`src/hw/msx_cart_pkg.sv`:
```
// shared constants of the msx cartridge
// bus widths, memory window, bank sizes and i/o port numbers
`default_nettype none

package msx_cart_pkg;

	// ----------------------------------------
	// bus widths
	// ----------------------------------------
	localparam int ADDR_W = 16;
	localparam int DATA_W = 8;

	// ----------------------------------------
	// memory window and banking
	// ----------------------------------------
	// ram is visible in page 1 of the slot only
	localparam logic [ADDR_W-1:0] MEM_WIN_BASE = 16'h4000;
	localparam logic [ADDR_W-1:0] MEM_WIN_TOP = 16'h7FFF;
	// 8 KB per page, two pages in the window
	localparam int PAGE_W = 13;
	localparam int BANK_W = 2;
	// 4 banks of 8 KB, 32 KB in total
	localparam int RAM_BANKS = 4;

	// ----------------------------------------
	// i/o ports, decoded from the low address byte
	// ----------------------------------------
	localparam logic [7:0] IO_BANK0_PORT = 8'hF0;
	localparam logic [7:0] IO_BANK1_PORT = 8'hF1;
	localparam logic [7:0] IO_SCRATCH_PORT = 8'hF2;
	// bank registers start as an identity mapping of the window
	localparam logic [BANK_W-1:0] BANK0_RESET = 2'd0;
	localparam logic [BANK_W-1:0] BANK1_RESET = 2'd1;

endpackage

`default_nettype wire

```
`src/hw/cart_bus_decode.sv`:
```
// internal bus decoder
// picks the ram or the i/o block for each request and merges the answers
`timescale 1ns/100ps
`default_nettype none

module cart_bus_decode import msx_cart_pkg::*; (
	input wire clk,
	input wire n_reset,
	// from the bridge
	input wire [ADDR_W-1:0] bus_address,
	input wire [DATA_W-1:0] bus_write_data,
	input wire bus_write,
	input wire bus_memory_req,
	input wire bus_io_req,
	output logic [DATA_W-1:0] bus_read_data,
	output logic bus_read_data_en,
	output logic bus_ack,
	// to the targets
	output logic [ADDR_W-1:0] tgt_address,
	output logic [DATA_W-1:0] tgt_write_data,
	output logic tgt_write,
	output logic ram_sel,
	output logic io_sel,
	input wire ram_done,
	input wire [DATA_W-1:0] ram_read_data,
	input wire io_done,
	input wire [DATA_W-1:0] io_read_data,
	input wire io_hit
);

	typedef enum logic [1:0] {
		ST_IDLE,
		ST_WAIT_ADR,
		ST_ISSUE,
		ST_ANSWER
	} state_t;

	state_t state_q;
	logic in_window;
	logic mem_go;
	logic io_go;
	// no target was strobed for this access
	logic unmapped_q;

	assign in_window = (bus_address >= MEM_WIN_BASE) && (bus_address <= MEM_WIN_TOP);
	assign mem_go = bus_memory_req & in_window;
	// i/o registers judge the port themselves
	assign io_go = ~bus_memory_req & bus_io_req;

	// ----------------------------------------
	// request sequencing
	// ----------------------------------------
	always_ff @(posedge clk) begin
		if (!n_reset) begin
			state_q <= ST_IDLE;
			ram_sel <= 1'b0;
			io_sel <= 1'b0;
			unmapped_q <= 1'b0;
		end else begin
			ram_sel <= 1'b0;
			io_sel <= 1'b0;
			case (state_q)
				ST_IDLE: begin
					if (bus_memory_req || bus_io_req) begin
						state_q <= ST_WAIT_ADR;
					end
				end
				// address was latched by the bridge one edge ago
				ST_WAIT_ADR: begin
					ram_sel <= mem_go;
					io_sel <= io_go;
					unmapped_q <= ~mem_go & ~io_go;
					state_q <= ST_ISSUE;
				end
				ST_ISSUE: state_q <= ST_ANSWER;
				// ack goes out here, request drops on the next edge
				default: state_q <= ST_IDLE;
			endcase
		end
	end

	// shared target fields, loaded together with the select
	always_ff @(posedge clk) begin
		if (state_q == ST_WAIT_ADR) begin
			tgt_address <= bus_address;
			tgt_write_data <= bus_write_data;
			tgt_write <= bus_write;
		end
	end

	// ----------------------------------------
	// answer merge
	// ----------------------------------------
	// unmapped access answers in the cycle a target would have
	assign bus_ack = ram_done | io_done | ((state_q == ST_ANSWER) & unmapped_q);
	assign bus_read_data = ram_done ? ram_read_data : io_read_data;
	assign bus_read_data_en = ~tgt_write & (ram_done | (io_done & io_hit));

endmodule

`default_nettype wire

```
`config.mk`:
```
export PLATFORM = sky130hd
export DESIGN_NAME = cart_bus_decode
export DESIGN_NICKNAME = d
export VERILOG_FILES = /design/src/hw/msx_cart_pkg.sv /design/src/hw/cart_bus_decode.sv
export SDC_FILE = /design/constraint.sdc
export NUM_CORES = 1
export LEC_CHECK = 0
export BUFFER_PORTS_ARGS = -buffer_cell sky130_fd_sc_hd__buf_2
export CAP_MARGIN = 40
export CELL_PAD_IN_SITES_DETAIL_PLACEMENT = 0
export CELL_PAD_IN_SITES_GLOBAL_PLACEMENT = 2
export CORE_ASPECT_RATIO = 0.8
export CORE_MARGIN = 5
export CORE_UTILIZATION = 25
export DETAILED_ROUTE_END_ITERATION = 16
export PLACE_DENSITY_LB_ADDON = 0.1
export SLEW_MARGIN = 20
export SYNTH_ARGS = -nofsm -noshare
export SYNTH_HDL_FRONTEND = slang
export SYNTH_SLANG_ARGS = --single-unit
```
`constraint.sdc`:
```
create_clock -name clk -period 4.2 [get_ports clk]
set_input_delay 0 -clock clk [delete_from_list [all_inputs] [get_ports clk]]
set_output_delay 0 -clock clk [all_outputs]
set_load 0.02 [all_outputs]
```
==> results.cfg <==
[floorplanning]
pin_count = 85
dieArea_mm2 = 0.00597
core-area_mm2 = 0.00428
start_util_pct = 26.4
die_y_um = 70.1
die_x_um = 85.2
rows = 21

[power]
powerDensity_mw_per_mm2 = 535
p_leak_nw = 0.888
irDropWorstVdd_mv = 0.249

[job]
drv_cap = 0

[timing]
setup-violations-final = 0
grt_setup_unrepaired = no
slew_headroom_pct = 65.5
fin_crit_ns = 1.44
setup_slack_ns = 2.76
hold_slack_ns = 0.0192
setup-tns-final_ns = 0
finalCritPeriodShare_pct = 34.3
fin_skew_ns = 0.00799
hold_violations = 0
slew_violations = 0
fmax_ghz = 0.695
worst_pin_slew_ns = 0.517

[worst_setup_path]
critPathLaunch = state_q[1]
path_cells = inv_1 > ha_1 > buf_8
critPathLaunchType = flip-flop
path_delay_family = adder cells
path_buf_inv = 2
cp_slowest_cell = ha_1
end_kind = flip-flop
cpPeakStageDelay_ns = 0.48
r2r-start = state_q[1]
crit_required_ns = 4.17
critPathKind = flip-flop to flip-flop
worst-path-max-fanout = 17
crit_arrival_ns = 1.41

[logic_synthesis]
postSynthAreaPerCell_um2 = 17.7
synth_top_cell_by_area = edfxtp_1
synth_compound_area_share_pct = 3.54
synthAdderAreaFrac_pct = 4.43
yosys-top-cells-area = edfxtp_1, dfxtp_1, mux2_2
synth-seq-cells = 30
synth_top_family_by_area = multiplexers
ys_warn_count = 0
synth.area.mux_share_pct = 7.97
synth.distinct_cells = 17
synth_area_mm2 = 0.00113
synthesis.instances = 64
synth_simple_gate_area_share_pct = 6.76
synth_xor_area_share_pct = 0
synth_nets = 116
yosysSeqAreaShare_pct = 75.3
synth_top_area_share_pct = 66.4

[cts]
postCtsSetupRepairBufs = 0
cts_made_buffers = 5
clock_latency_ns = 0.27
root_buffer = clkbuf_8
clkSinkCount = 30
clockBufferDepth = 2
cts_tree = done
ctsResizeCount = 0
cts.htree.levels = 2
cts_hold_buf = 25
clkTransAtPathRegs_ns = 0.07

[global_routing]
grt_max_degree = 18
grt_pass1_vias = 999
grt_use_total_pct = 9.92
globalRouteOverflowTotal = 0
grt_pass1_wl_mm = 4.56
antenna_found_initial = 0

[finish]
final_cell_mix = buf_2, dlygate4sd3_1, edfxtp_1
register_area_um2 = 851
finalNetCount = 232
multiInputGateArea_um2 = 256
diodes = 0
fillers = 388
drive_gt1_share_pct = 57.5
final_common_cell = buf_2
areaGrowthSynthToFinish_pct = 75.6

[place]
gp_congestion = 0.669
dp_slack_ns = 2.73
io_buffers = 84
place_hpwl_mm = 2.29

[detailed_routing]
first_pass_iters = 2
wl_mm = 2.98
wire_per_inst_um = 12.5
dr_total_vias = 920
drc = 0
vias_per_cell = 3.87
ant_nets = 0
drtIter0Drc = 20

[worst_hold_path]
worstHoldStart = n_reset
hold_class = input pin to flip-flop

[status]
status = finished clean
## power breakdown
group	leakage [nW]	internal [mW]	switching, mW	total [mW]
Combinational	0.555	0.127	0.207	0.334
Sequential	0.275	0.427	0.0239	0.451
Clock	0.0579	0.174	0.103	0.277
## sequential cells by signal, indices dropped and copies added, names as in the netlist
register and flops:
tgt_address 16, ram_sel 1, io_sel 1, tgt_write 1, tgt_write_data 8, unmapped_q 1
state_q 2
## worst paths after layout
path              cells after the start         end  slack [ns]
setup / recovery                      3   tgt_write        2.76
hold / removal                        3  unmapped_q        0.02
setup reg to reg                      3   tgt_write        2.76
hold reg to reg                       2  unmapped_q        0.48
## per-layer routing
metal / track usage (%) / share of wire (%) / up-vias
li1: - / - / 467
met1: 10.4 / 38 / 416
met2: 17.8 / 53 / 35
met3: 4.47 / 8.6 / 2
met4: 2.64 / 0.27 / 0
met5: 0 / 0 / -
## metrics by stage
step                      power (mW)  instance area [um^2]  util [%]  cells
after floorplan                0.652                  1130         -     64
after global placement         0.762                  1610      37.6    204
after detailed placement       0.782                  1630      37.9    205
after CTS                       1.08                  1980      46.3    238
after global routing            1.12                  1980      46.3    238
final                           1.06                  1980      46.3    238
## cell families after synthesis
kind of cell | count (synthesis)
AOI/OAI and AO/OA | 5
and+or+nand+nor | 13
adders and majority gates | 4
muxes | 8
buffers and inverters | 4
DFF | 30
## tightest hold or removal path: cells and delay by family
kind,cells,cell delay [ns]
buffers and inverters,2,0.20
AOI/OAI and AO/OA,1,0.04
## area by class of cell
cell class	count	share of cell area [%]
Tap cell	57	3.59
Multi-Input combinational cell	30	12.9
Timing Repair Buffer	110	34.6
Inverter	3	0.567
Sequential cell	30	42.9
Clock buffer	5	3.47
Clock inverter	3	2.02
## synthesized netlist by cell type, drive strengths merged
master,instances
a211o,1
a21oi,2
buf,1
dfxtp,5
edfxtp,25
ha,4
inv,3
mux2,8
nand2,2
nand2b,2
nand3,3
nand3b,1
nor2,4
nor3b,1
o21ai,1
o41ai,1
Note: power is estimated with default switching activity, not from simulation.
