--- src/hw/msx_cart_pkg.sv ---
// shared constants of the msx cartridge
// bus widths, memory window, bank sizes and i/o port numbers
`default_nettype none

package msx_cart_pkg;

	// ----------------------------------------
	// bus widths
	// ----------------------------------------
	localparam int ADDR_W = 16;
	localparam int DATA_W = 8;

	// ----------------------------------------
	// memory window and banking
	// ----------------------------------------
	// ram is visible in page 1 of the slot only
	localparam logic [ADDR_W-1:0] MEM_WIN_BASE = 16'h4000;
	localparam logic [ADDR_W-1:0] MEM_WIN_TOP = 16'h7FFF;
	// 8 KB per page, two pages in the window
	localparam int PAGE_W = 13;
	localparam int BANK_W = 2;
	// 4 banks of 8 KB, 32 KB in total
	localparam int RAM_BANKS = 4;

	// ----------------------------------------
	// i/o ports, decoded from the low address byte
	// ----------------------------------------
	localparam logic [7:0] IO_BANK0_PORT = 8'hF0;
	localparam logic [7:0] IO_BANK1_PORT = 8'hF1;
	localparam logic [7:0] IO_SCRATCH_PORT = 8'hF2;
	// bank registers start as an identity mapping of the window
	localparam logic [BANK_W-1:0] BANK0_RESET = 2'd0;
	localparam logic [BANK_W-1:0] BANK1_RESET = 2'd1;

endpackage

`default_nettype wire

--- src/hw/msx_slot_bridge.sv ---
// msx slot bridge
// turns the asynchronous cartridge strobes into request levels on clk,
// latches address and write data, returns read data to the slot
`timescale 1ns/100ps
`default_nettype none

module msx_slot_bridge import msx_cart_pkg::*; (
	input wire clk,
	input wire n_reset,
	// cartridge slot side
	input wire [ADDR_W-1:0] adr,
	input wire [DATA_W-1:0] i_data,
	output logic [DATA_W-1:0] o_data,
	output logic is_output,
	input wire n_sltsl,
	input wire n_rd,
	input wire n_wr,
	input wire n_ioreq,
	// internal bus side
	output logic [ADDR_W-1:0] bus_address,
	output logic [DATA_W-1:0] bus_write_data,
	output logic bus_write,
	output logic bus_memory_req,
	output logic bus_io_req,
	input wire [DATA_W-1:0] bus_read_data,
	input wire bus_read_data_en,
	input wire bus_ack
);

	// strobes sampled into the clk domain
	logic n_sltsl_q;
	logic n_rd_q;
	logic n_wr_q;
	logic n_ioreq_q;
	// falling edges of the select strobes
	logic memory_start;
	logic io_start;
	// returned read data is held while n_rd stays low
	logic read_valid_q;

	// ----------------------------------------
	// strobe sampling
	// ----------------------------------------
	always_ff @(posedge clk) begin
		if (!n_reset) begin
			n_sltsl_q <= 1'b1;
			n_rd_q <= 1'b1;
			n_wr_q <= 1'b1;
			n_ioreq_q <= 1'b1;
		end else begin
			n_sltsl_q <= n_sltsl;
			n_rd_q <= n_rd;
			n_wr_q <= n_wr;
			n_ioreq_q <= n_ioreq;
		end
	end

	// edge seen on the first clk that samples the strobe low
	assign memory_start = n_sltsl_q & ~n_sltsl;
	assign io_start = n_ioreq_q & ~n_ioreq;

	// ----------------------------------------
	// request levels
	// ----------------------------------------
	// ack wins, a second edge while pending merges into the request
	always_ff @(posedge clk) begin
		if (!n_reset) begin
			bus_memory_req <= 1'b0;
			bus_io_req <= 1'b0;
		end else if (bus_ack) begin
			bus_memory_req <= 1'b0;
			bus_io_req <= 1'b0;
		end else begin
			if (memory_start) begin
				bus_memory_req <= 1'b1;
			end
			if (io_start) begin
				bus_io_req <= 1'b1;
			end
		end
	end

	// ----------------------------------------
	// address and write data latch
	// ----------------------------------------
	// address follows adr while either data strobe is low
	always_ff @(posedge clk) begin
		if (!n_wr_q || !n_rd_q) begin
			bus_address <= adr;
		end
	end

	always_ff @(posedge clk) begin
		if (!n_wr_q) begin
			bus_write_data <= i_data;
		end
	end

	assign bus_write = ~n_wr_q;

	// ----------------------------------------
	// slot response
	// ----------------------------------------
	// cleared once n_rd is back high, so the next read starts clean
	always_ff @(posedge clk) begin
		if (!n_reset) begin
			o_data <= '0;
			read_valid_q <= 1'b0;
		end else if (n_rd_q) begin
			o_data <= '0;
			read_valid_q <= 1'b0;
		end else if (bus_read_data_en) begin
			o_data <= bus_read_data;
			read_valid_q <= 1'b1;
		end
	end

	// drop the bus driver as soon as the host releases n_rd
	assign is_output = read_valid_q & ~n_rd;

endmodule

`default_nettype wire

--- config.mk ---
export PLATFORM = sky130hd
export DESIGN_NAME = msx_slot_bridge
export DESIGN_NICKNAME = d
export VERILOG_FILES = /design/src/hw/msx_cart_pkg.sv /design/src/hw/msx_slot_bridge.sv
export SDC_FILE = /design/constraint.sdc
export NUM_CORES = 1
export LEC_CHECK = 0
export BUFFER_PORTS_ARGS = -buffer_cell sky130_fd_sc_hd__buf_2
export CORE_ASPECT_RATIO = 0.75
export CORE_MARGIN = 4
export CORE_UTILIZATION = 44
export DETAILED_ROUTE_END_ITERATION = 16
export GPL_TIMING_DRIVEN = 0
export MAX_ROUTING_LAYER = met4
export PLACE_DENSITY_LB_ADDON = 0.15
export SLEW_MARGIN = 0
export SYNTH_ARGS = -nofsm -noshare
export SYNTH_HDL_FRONTEND = slang
export SYNTH_SLANG_ARGS = --single-unit
--- constraint.sdc ---
create_clock -name clk -period 3.3 [get_ports clk]
set_clock_uncertainty 0.1 [all_clocks]
set_input_delay 0 -clock clk [delete_from_list [all_inputs] [get_ports clk]]
set_output_delay 0 -clock clk [all_outputs]
set_load 0.03 [all_outputs]
==> impl_results.md <==
* Count of unique library cells instantiated by Yosys at 11
* Leak at 1.01 nW
* Final-report hold violation count at 0
* Clock Latency Late Sink at 0.28 ns
* WL/cell at 12.7 um
* Hold depth at 4
* Number of max-cap violations at 0
* Row count at 16
* CP Data Required Time at 3.38 ns
* Total power at 1000 uW
* Initial Util at 46.9%
* Crit end category: register
* Seq pwr share at 54.9%
* Clock share of power at 29.2%
* Die Span Y at 54.1 um
* Top delay family on crit path: buffers and inverters
* Slew @ Worst Pin at 0.629 ns
* Nets at 246
* Post-layout min period at 1.46 ns
* GRT overflow at 0
* Seq cells post-synth at 39
* Bufs on Longest Clock Path at 2
* GRT Total Usage at 18.4%
* CTS Buf Count at 5
* Most frequent CP cell: dlygate4sd3_1
* CP Max Fanout at 9
* Vias/cell at 4.30
* Setup CP Type: primary input to register
* Met2 wire length at 1650 um
* Die width at 69.5 um
* Crit path launch type: primary input
* Number of H-tree levels at 2
* Hold WS at 0.0507 ns
* Switching Fraction at 23.2%
* Worst hold path type: primary input to register
* RSZ-0062 raised after global routing: no
* Worst-path clk slew at 0.07 ns
* DRT antenna net count at 0
* Final WL at 3090 um
* Post-synthesis sequential area ratio at 81.8%
* First-pass GRT wire length at 4960 um
* Total negative setup slack at 0 ns
* Max frequency at 0.685 GHz
* Post-DP Area at 0.00166 sq mm
* Clk sinks at 39
* Post-Synthesis Cells at 74
* Pin count of the biggest net entering global routing at 17
* Port buffer count at 74
* YS warnings at 0
* Crit path buf inv count at 3
* Internal at 768 uW
* Number of global-route vias before repair at 1124
* TritonCTS clock tree: done
* Initial drt markers at 62
* Crit path depth at 5
* VDD IR max at 0.000287 V
* Core occupancy in the finished layout at 84.7%
* Share of cells above drive strength 1 at 39.6%
* Max-slew headroom at 58.0%
* Die Footprint at 0.00376 sq mm
* CTS Root Buffer Type: clkbuf_8
* Synthesis-to-layout area growth at 80.7%
* Initial antenna violation count at 0
* Cell Pwr Density at 443 mW/mm^2
* Post-Syn Nets at 114
* Design area at 0.00225 sq mm
* Critical Path AT at 1.54 ns
* Core box area at 0.00266 sq mm
* Reg2reg path depth at 3
* Final worst-path cycle share at 44.2%
* Final WS setup at 1.84 ns
* Inst Count DP at 184
* Net Sw Power at 232 uW
* Slew Limit Fails at 0
* DR top layer: met4
* Critical path, cell by cell: dlygate4sd3_1 -> buf_6 -> mux2i_1 -> dlygate4sd3_1 -> nor2_1
* Post-cts resize count at 0
* Worst slack, placed at 2.04 ns
* Met1 Wirelength at 1120 um
* Non-Filler Instances at 243
* Synthesized area at 0.00125 sq mm
* Via Count at 1045
* Routed met3 length at 257 um
* Ant. Diodes at 0
* Slowest CP cell: dlygate4sd3_1
* GPL Wtd Cong at 0.737
* Drt pass-1 iters at 4
* Outcome: complete, no violations
* Power share of the combinational group at 15.8%
* Top Ports at 76
* Drc violations at 0
* Mean Syn Cell Area at 16.9 sq um
* CP max stage delay at 0.57 ns
* Final setup fails at 0
[Yosys cell counts]
cell	n	area, sq um
inv_1	3	11.3
buf_6	2	22.5
or2b_1	4	30.0
nor2b_1	1	6.26
dfxtp_1	15	300
a21oi_1	2	10.0
nor2_1	10	37.5
mux2i_1	8	80.1
edfxtp_1	24	721
nand2_1	1	3.75
nand2b_1	4	25.0
[cell usage in the layout, fill, tap and decap left out]
cell type	n
a21oi_1	2
buf_2	74
buf_6	2
clkbuf_1	1
clkbuf_8	5
clkinv_1	1
clkinv_2	1
dfxtp_1	15
dlygate4sd3_1	51
edfxtp_1	24
inv_1	3
mux2i_1	8
nand2_1	1
nand2b_1	4
nor2_1	10
nor2b_1	1
or2b_1	4
[power groups by stage]
stage,Combinational [mW],Clock (mW),Sequential (mW)
floorplan,0.0236,0,0.601
global placement,0.107,0,0.559
detailed placement,0.109,0,0.560
CTS,0.157,0.302,0.549
global route,0.170,0.322,0.551
finish,0.158,0.292,0.549
[registers in the layout, summed over array words and instances (netlist names)]
| signal | flops |
|---|---|
| bus_address | 16 |
| bus_write_data | 8 |
| o_data | 8 |
| bus_io_req | 1 |
| bus_memory_req | 1 |
| n_ioreq_q | 1 |
| n_rd_q | 1 |
| n_sltsl_q | 1 |
| n_wr_q | 1 |
| read_valid_q | 1 |
[per-layer routing]
metal | track usage (%) | up-vias
li1 | - | 519
met1 | 17.9 | 471
met2 | 33.7 | 46
met3 | 6.53 | 9
met4 | 8.77 | 0
met5 | - | -
[final timing paths]
kind	from	end	slack [ns]
setup reg to reg	o_data[5]	o_data[5]	2.03
setup / recovery	bus_read_data_en	o_data[5]	1.84
hold reg to reg	bus_io_req	bus_io_req	0.35
hold / removal	n_reset	o_data[7]	0.05
[logic make-up after synthesis]
| family | after synthesis | synth area share [%] |
|---|---|---|
| compound gates | 2 | 0.802 |
| buf+inv | 5 | 2.71 |
| flops | 39 | 81.8 |
| mux | 8 | 6.42 |
| simple gates | 20 | 8.22 |
[final cells by class]
cell class,count,area [sq um]
Buffer,2,22.5
Clock inverter,2,8.76
Multi-Input combinational cell,30,193
Clock buffer,6,72.6
Sequential cell,39,1020
Fill cell,157,408
Timing Repair Buffer,125,881
Inverter,3,11.3
Tap cell,36,45.0
[worst register-to-register path: stages, from the launching register on]
cell and delay, ns:
dfxtp_1 0.32, mux2i_1 0.14, dlygate4sd3_1 0.57, nor2_1 0.04
[repair_timing]
item	in CTS	in global routing
setup endpoints to repair	0	0
endpoints found under the hold margin	39	0
hold buffers	51	0
buffers inserted	0	0
No activity file was read; power rests on OpenSTA's default activity.
