--- config.mk ---
export PLATFORM = sky130hd
export DESIGN_NAME = cart_io_regs
export DESIGN_NICKNAME = d
export VERILOG_FILES = /design/src/hw/msx_cart_pkg.sv /design/src/hw/cart_io_regs.sv
export SDC_FILE = /design/constraint.sdc
export NUM_CORES = 1
export LEC_CHECK = 0
export ABC_AREA = 0
export BUFFER_PORTS_ARGS = -buffer_cell sky130_fd_sc_hd__buf_2
export CAP_MARGIN = 5
export CORE_UTILIZATION = 47
export CTS_CLUSTER_DIAMETER = 100
export CTS_CLUSTER_SIZE = 16
export DETAILED_ROUTE_END_ITERATION = 6
export PLACE_DENSITY = 0.81
export SYNTH_ARGS = -nofsm -noshare
export SYNTH_HDL_FRONTEND = slang
export SYNTH_SLANG_ARGS = --single-unit
--- constraint.sdc ---
create_clock -name clk -period 3.1 [get_ports clk]
set_clock_uncertainty 0.15 [all_clocks]
set_input_delay 0.155 -clock clk [delete_from_list [all_inputs] [get_ports clk]]
set_output_delay 0.155 -clock clk [all_outputs]
set_load 0.01 [all_outputs]
--- src/hw/msx_cart_pkg.sv ---
// shared constants of the msx cartridge
// bus widths, memory window, bank sizes and i/o port numbers
`default_nettype none

package msx_cart_pkg;

	// ----------------------------------------
	// bus widths
	// ----------------------------------------
	localparam int ADDR_W = 16;
	localparam int DATA_W = 8;

	// ----------------------------------------
	// memory window and banking
	// ----------------------------------------
	// ram is visible in page 1 of the slot only
	localparam logic [ADDR_W-1:0] MEM_WIN_BASE = 16'h4000;
	localparam logic [ADDR_W-1:0] MEM_WIN_TOP = 16'h7FFF;
	// 8 KB per page, two pages in the window
	localparam int PAGE_W = 13;
	localparam int BANK_W = 2;
	// 4 banks of 8 KB, 32 KB in total
	localparam int RAM_BANKS = 4;

	// ----------------------------------------
	// i/o ports, decoded from the low address byte
	// ----------------------------------------
	localparam logic [7:0] IO_BANK0_PORT = 8'hF0;
	localparam logic [7:0] IO_BANK1_PORT = 8'hF1;
	localparam logic [7:0] IO_SCRATCH_PORT = 8'hF2;
	// bank registers start as an identity mapping of the window
	localparam logic [BANK_W-1:0] BANK0_RESET = 2'd0;
	localparam logic [BANK_W-1:0] BANK1_RESET = 2'd1;

endpackage

`default_nettype wire

--- src/hw/cart_io_regs.sv ---
// cartridge i/o registers
// two bank numbers and one scratch byte on ports 0xF0..0xF2
`timescale 1ns/100ps
`default_nettype none

module cart_io_regs import msx_cart_pkg::*; (
	input wire clk,
	input wire n_reset,
	input wire [ADDR_W-1:0] tgt_address,
	input wire [DATA_W-1:0] tgt_write_data,
	input wire tgt_write,
	input wire io_sel,
	output logic io_done,
	output logic [DATA_W-1:0] io_read_data,
	output logic io_hit,
	output logic [BANK_W-1:0] bank0,
	output logic [BANK_W-1:0] bank1
);

	// port number is the low address byte only
	logic [7:0] port;
	logic hit_bank0;
	logic hit_bank1;
	logic hit_scratch;
	logic [DATA_W-1:0] scratch_q;

	assign port = tgt_address[7:0];
	assign hit_bank0 = (port == IO_BANK0_PORT);
	assign hit_bank1 = (port == IO_BANK1_PORT);
	assign hit_scratch = (port == IO_SCRATCH_PORT);

	// ----------------------------------------
	// control and bank registers
	// ----------------------------------------
	always_ff @(posedge clk) begin
		if (!n_reset) begin
			bank0 <= BANK0_RESET;
			bank1 <= BANK1_RESET;
			io_done <= 1'b0;
			io_hit <= 1'b0;
		end else begin
			io_done <= io_sel;
			io_hit <= io_sel & (hit_bank0 | hit_bank1 | hit_scratch);
			// bank writes keep only the low BANK_W bits
			if (io_sel && tgt_write && hit_bank0) begin
				bank0 <= tgt_write_data[BANK_W-1:0];
			end
			if (io_sel && tgt_write && hit_bank1) begin
				bank1 <= tgt_write_data[BANK_W-1:0];
			end
		end
	end

	// scratch byte and read path
	always_ff @(posedge clk) begin
		if (io_sel && tgt_write && hit_scratch) begin
			scratch_q <= tgt_write_data;
		end
		if (io_sel && !tgt_write) begin
			if (hit_bank0) io_read_data <= {{(DATA_W-BANK_W){1'b0}}, bank0};
			else if (hit_bank1) io_read_data <= {{(DATA_W-BANK_W){1'b0}}, bank1};
			else if (hit_scratch) io_read_data <= scratch_q;
			else io_read_data <= '0;
		end
	end

endmodule

`default_nettype wire

==> summary.md, run 1 <==
| Metric | Value |
|---|---|
| Outcome | finished with violations |
| Violated checks | negative hold slack |
| H-tree lvl count | 1 |
| Vias | between 600 and 700 |
| PostCTS Resize Cnt | 0 |
| Clk sinks | 22 |
| Setup WS post-layout | ~1.6 ns |
| Initial drt markers | 7 |
| Max_slew headroom | 57.3% |
| Post-route cell area | ~1200 um2 |
| Global-route wire length before repair | 2660 um |
| Overall global routing resource usage | a little under a fifth |
| Count of cell types in the netlist | 15 |
| Post-DR vias/cell | 4.65 |
| Core area | between 1500 and 2000 um2 |
| Final Hold Vio Count | 1 |
| M3 GR Usage | approximately 3.6% |
| Worst EP required | ~2.9 ns |
| #FFs+latches synth | 22 |
| Worst VDD drop | approximately 0.34 mV |
| PD cells | 469 nW/um2 |
| FMAX | 655 MHz |
| Longest Clk Path Bufs | 2 |
| Number of global-route vias before repair | between 600 and 700 |
| Multi-input gate area | about 280 um2 |
| CTS tree | yes |
| Crit path arrival time | about 1.3 ns |
| Row count | 15 |
| Post-Synthesis Cells | 65 |
| WL/cell | 11.6 um |
| Critical path peak fanout | 8 |
| Final Setup Violations | 0 |
| Worst hold path class | primary input to flip-flop |
| Remaining DRCs | 0 |
| Drt total wl | around 1600 um |
| Crit path kind | primary input to flip-flop |
| Hold Slack | -0.00359 ns |
| Fillcell total | between 100 and 150 |
| Synth area leader | edfxtp_1 |
| Worst setup SP type | primary input |
| Ports | between 40 and 50 |
| M1 GR Usage | a little under a fifth |
| CTS root buf | clkbuf_4 |
| Final Instance Count excl. Fillers | between 100 and 150 |
| Setup TNS | 0 ns |
| Clock latency on the worst-skew pair | 0.31 ns |
| Gr ovfl total | 0 |
| Placed cells | 123 |
| Final #Nets | 140 |
| Synthesized area per cell | 13.6 um2 |
| Yosys warns | 0 |
| Synth top area share | between 50% and 60% |
| Reg area | 601 um2 |
| Die Area | 2070 um2 |
| Measured slew at the worst slew-check pin | 0.639 ns |
| Sequential share of the synthesized area | around two thirds |
| Grt peak-use layer | met2 |
| Setup crit end kind | flip-flop |
| Pre-CTS setup slack | between 1 and 1.5 ns |
| Pre-Repair DR Iteration Count | 4 |
| Tmin final | between 1.5 and 2 ns |
| Final RePlAce weighted congestion | around 0.76 |
| Post-DP Area | between 1000 and 1500 um2 |
| Lkg Pwr | ~0.52 nW |
| Largest net degree at the start of global routing | 14 |
| Synthesized area | 887 um2 |
| DIE HEIGHT | ~45 um |
| Synth Net Count | slightly above 90 |
| Synth area leaders | edfxtp_1 (54%), dfxtp_1 (14%), mux2i_1 (6.8%), and2_1 (4.9%), nand2_1 (4.7%) |
| Final period util | roughly 49% |
| M2 GR Usage | between 30 and 40% |
| Antenna cells | 0 |
| Fin. max-slew vios | 0 |
| Initial antenna violation count | 0 |
| Area grow syn2layout | 38.6% |
| RSZ-0062 raised after global routing | false |
| Antenna viol nets, final | 0 |
| Initial Utilization | between 50% and 60% |
| Port Buffers | 33 |
| Total CTS buffers | 3 |
| Fraction of layout cells with a size suffix above 1 | roughly two fifths |
| Die Width | about 45 um |
| Clock transition at the registers of the reported paths | about 0.11 ns |
| Max-cap violations | 0 |
-- state kept, by name, indices dropped and copies added (netlist names) --
name	flops
io_read_data	8
scratch_q	8
bank0	2
bank1	2
io_done	1
io_hit	1
-- worst paths after layout --
check	slack (ns)	endpoint	start	cells after the start
hold / removal	-0.004	bank1[1]	n_reset	3
hold reg to reg	0.34	bank1[1]	bank1[1]	2
setup reg to reg	1.87	io_read_data[1]	bank1[1]	3
setup / recovery	1.57	io_read_data[4]	io_sel	3
-- cells by family (layout without fill, tap and decap cells) --
| logic type | Yosys count | count (layout) | synth area share (%) |
|---|---|---|---|
| buffers and inverters | 1 | 47 | 0.423 |
| flip-flops | 22 | 22 | 67.7 |
| AO/OA/AOI/OAI | 2 | 2 | 1.13 |
| AND/OR/NAND/NOR | 34 | 34 | 24.0 |
| multiplexers | 6 | 6 | 6.77 |
-- Yosys cell counts, drive strengths merged --
| cell type | number |
|---|---|
| and2 | 7 |
| or2 | 3 |
| nand2b | 2 |
| mux2i | 6 |
| nor2 | 2 |
| nor2b | 4 |
| nor3 | 2 |
| edfxtp | 16 |
| nand4bb | 1 |
| clkbuf | 1 |
| or4b | 1 |
| nand2 | 11 |
| nor4 | 1 |
| a21oi | 2 |
| dfxtp | 6 |
-- cell usage in the layout (no fill, tap or decap) --
master / netlist / layout
or4b_4: 1 / 1
dlygate4sd3_1: 0 / 9
nand2_1: 11 / 11
dfxtp_1: 6 / 6
nand2b_1: 2 / 2
a21oi_1: 2 / 2
bufinv_16: 0 / 1
nand4bb_4: 1 / 1
or2_2: 3 / 3
mux2i_1: 6 / 6
nor4_2: 1 / 1
nor2_1: 2 / 2
nor2b_1: 4 / 4
edfxtp_1: 16 / 16
clkbuf_4: 0 / 3
buf_2: 0 / 33
and2_1: 7 / 7
buf_4: 0 / 1
nor3_1: 2 / 2
-- power breakdown --
part | total (W) | internal [W] | switching, W
sequential | 0.000317 | 0.000317 | 0.000000490
clock | 0.000218 | 0.000131 | 0.0000867
combinational | 0.0000424 | 0.0000241 | 0.0000183
total | 0.000577 | 0.000472 | 0.000105
-- timing repair --
action	4_1_cts	5_1_grt
hold endpoints to repair	13	0
hold buffers	9	0
buffers inserted	0	0
-- routing by layer --
metal | up-vias | routed length, um | part of all wire (%)
li1 | 318 | - | -
met1 | 288 | 571 | 36
met2 | 21 | 920 | 58
met3 | 5 | 58 | 3.7
met4 | 0 | 33 | 2.1
met5 | - | 0 | 0
-- cell type report --
type | count | share of cell area (%)
Sequential cell | 22 | 48.8
Timing Repair Buffer | 43 | 21.4
Tap cell | 25 | 2.54
Clock inverter | 1 | 2.44
Clock buffer | 3 | 1.83
Multi-Input combinational cell | 42 | 23.0
-- worst max-delay path: stages --
cell and delay [ns]:
dlygate4sd3_1 0.53, buf_2 0.12, nor2b_1 0.53
-- per-stage QoR --
| step | total power [W] | util [%] |
|---|---|---|
| final | 0.000577 | 70.5 |
| after global routing | 0.000597 | 70.5 |
| after CTS | 0.000577 | 70.5 |
| after detailed placement | 0.000358 | 62.3 |
| after global placement | 0.000356 | 62.3 |
| after floorplan | 0.000339 | - |
(Power assumes the default switching activity.)
==> run 2: changes to the inputs <==
- CORE_UTILIZATION: 47 -> 44
- PLACE_DENSITY: 0.81 -> 0.76
- clock period: 3.1 -> 1.6 ns (I/O delays scaled with it)
==> run 2 against run 1 <==
Compared with the run above:
- the run now ends clean
- cell area up 3.4%
- worst hold slack better by 0.063 ns
- die area up 6.5%
==> summary.md, run 2 (synthesis gave the netlist of run 1 again) <==
| Metric | Value |
|---|---|
| Setup TNS | 0 ns |
| Port Buffers | 33 |
| Post-DP Area | between 1000 and 1500 um2 |
| CTS tree | yes |
| Core area | roughly 1800 um2 |
| Die Width | roughly 47 um |
| Final period util | between 90 and 100% |
| Leading registers by flop count | io_read_data x8, scratch_q x8 |
| CTS root buf | clkbuf_4 |
| H-tree lvl count | 1 |
| Post-route cell area | approximately 1300 um2 |
| Global-route wire length before repair | 2440 um |
| Outcome | finished clean |
| Fillcell total | ~150 |
| RSZ-0062 raised after global routing | false |
| Initial drt markers | 12 |
| Crit path arrival time | roughly 1.5 ns |
| Multi-input gate area | ~290 um2 |
| WL/cell | between 10 and 15 um |
| Drt total wl | roughly 1400 um |
| Max-cap violations | 0 |
| Slowest stage delay, CP | 0.54 ns |
| Tmin final | between 1 and 1.5 ns |
| Antenna cells | 0 |
| Total CTS buffers | 3 |
| Clock latency on the worst-skew pair | roughly 0.29 ns |
| Crit-path slowest cell | dlygate4sd3_1 |
| Critical path peak fanout | 8 |
| Longest Clk Path Bufs | 2 |
| Ports | 42 |
| Die Area | approximately 2200 um2 |
| Pre-Repair DR Iteration Count | 4 |
| Initial Utilization | 49.2% |
| Commonest non-fill, non-tap cell in the layout | buf_2 |
| Measured slew at the worst slew-check pin | about 0.4 ns |
| Fraction of layout cells with a size suffix above 1 | 39.8% |
| Antenna viol nets, final | 0 |
| Worst hold path class | primary input to flip-flop |
| Worst path most repeated cell | dlygate4sd3_1 |
| Crit-path cells | dlygate4sd3_1 -> buf_2 -> and2_1 -> dlygate4sd3_1 |
| Worst VDD drop | slightly above 0.5 mV |
| Reg area | 601 um2 |
| Max_slew headroom | 73.4% |
| Fin. max-slew vios | 0 |
| DIE HEIGHT | approximately 47 um |
| Clock transition at the registers of the reported paths | between 0.1 and 0.15 ns |
| PD cells | roughly 740 nW/um2 |
| Worst Path Buf+Inv | 3 |
| Worst setup SP type | primary input |
| Clk sinks | 22 |
| Power, Total | approximately 0.00094 W |
| Lkg Pwr | approximately 0.54 nW |
| Final Hold Vio Count | 0 |
| Commonest cells after routing, fill and taps aside | buf_2 (33), edfxtp_1 (16), dlygate4sd3_1 (13), nand2_1 (11), and2_1 (7) |
| Final Setup Violations | 0 |
| Area grow syn2layout | 43.3% |
| Gr ovfl total | 0 |
| Hold Slack | around 0.060 ns |
| Number of global-route vias before repair | between 600 and 700 |
| Initial antenna violation count | 0 |
| Final HPWL DP | ~1100 um |
| Row count | 15 |
| Setup crit end kind | flip-flop |
| Vias | ~650 |
| Overall global routing resource usage | 16.7% |
| Crit path kind | primary input to flip-flop |
| Final #Nets | between 100 and 150 |
| Worst EP required | roughly 1.6 ns |
| Delay-heaviest family, CP | buffers and inverters |
| Largest net degree at the start of global routing | 13 |
| Remaining DRCs | 0 |
| Worst reg-to-reg setup slack | around 0.45 ns |
| Post-DR vias/cell | 4.51 |
| Final RePlAce weighted congestion | about 0.74 |
| FMAX | slightly below 700 MHz |
-- run 2: changes by cell type in the layout (fill, tap and decap cells not counted) --
cell	previous run	this run
buf_4	1	4
bufinv_16	1	0
clkinv_1	0	1
dlygate4sd3_1	9	13
nor3_1	2	1
nor3_2	0	1
-- run 2: stage by stage --
step | worst slack (ns) | utilization, % | instances
after detailed placement | 0.0564 | 61.9 | 126
final | 0.143 | 70.6 | 143
after floorplan | 0.0206 | - | 65
after global routing | 0.0674 | 70.6 | 143
after CTS | 0.164 | 70.6 | 143
after global placement | 0.0739 | 61.9 | 126
-- run 2: worst register-to-register path: stages (launching register included) --
cell and delay [ns]:
dfxtp_1 0.37, mux2i_1 0.08, or2_2 0.27, a21oi_1 0.14
-- run 2: final timing paths --
check | from | to | cells after the start
hold / removal | tgt_address[3] | io_hit | 4
setup / recovery | n_reset | io_done | 4
hold reg to reg | bank0[1] | bank0[1] | 2
setup reg to reg | bank1[0] | io_read_data[0] | 3
-- run 2: what timing repair did --
item	CTS	global route
setup buffers	0	0
hold buffers	13	0
endpoints found under the hold margin	14	0
gates resized for setup	0	0
-- run 2: area by class of cell --
class,count,share of cell area (%)
multi-input combinational,42,22.6
timing repair buffer,50,25.6
tap,25,2.46
clock buffer,3,1.77
sequential,22,47.2
clock inverter,1,0.295
-- run 2: power breakdown --
| group | internal, W | switching (W) |
|---|---|---|
| sequential | 0.000614 | 0.000000925 |
| clock | 0.0000907 | 0.000147 |
| combinational | 0.0000553 | 0.0000365 |
-- run 2: routing by layer --
| layer | up-vias | share of wire, % | track usage (%) |
|---|---|---|---|
| li1 | 336 | - | - |
| met1 | 290 | 44 | 18.5 |
| met2 | 17 | 51 | 29.2 |
| met3 | 2 | 4.0 | 4.62 |
| met4 | 0 | 0.83 | 8.57 |
| met5 | - | 0 | 0 |
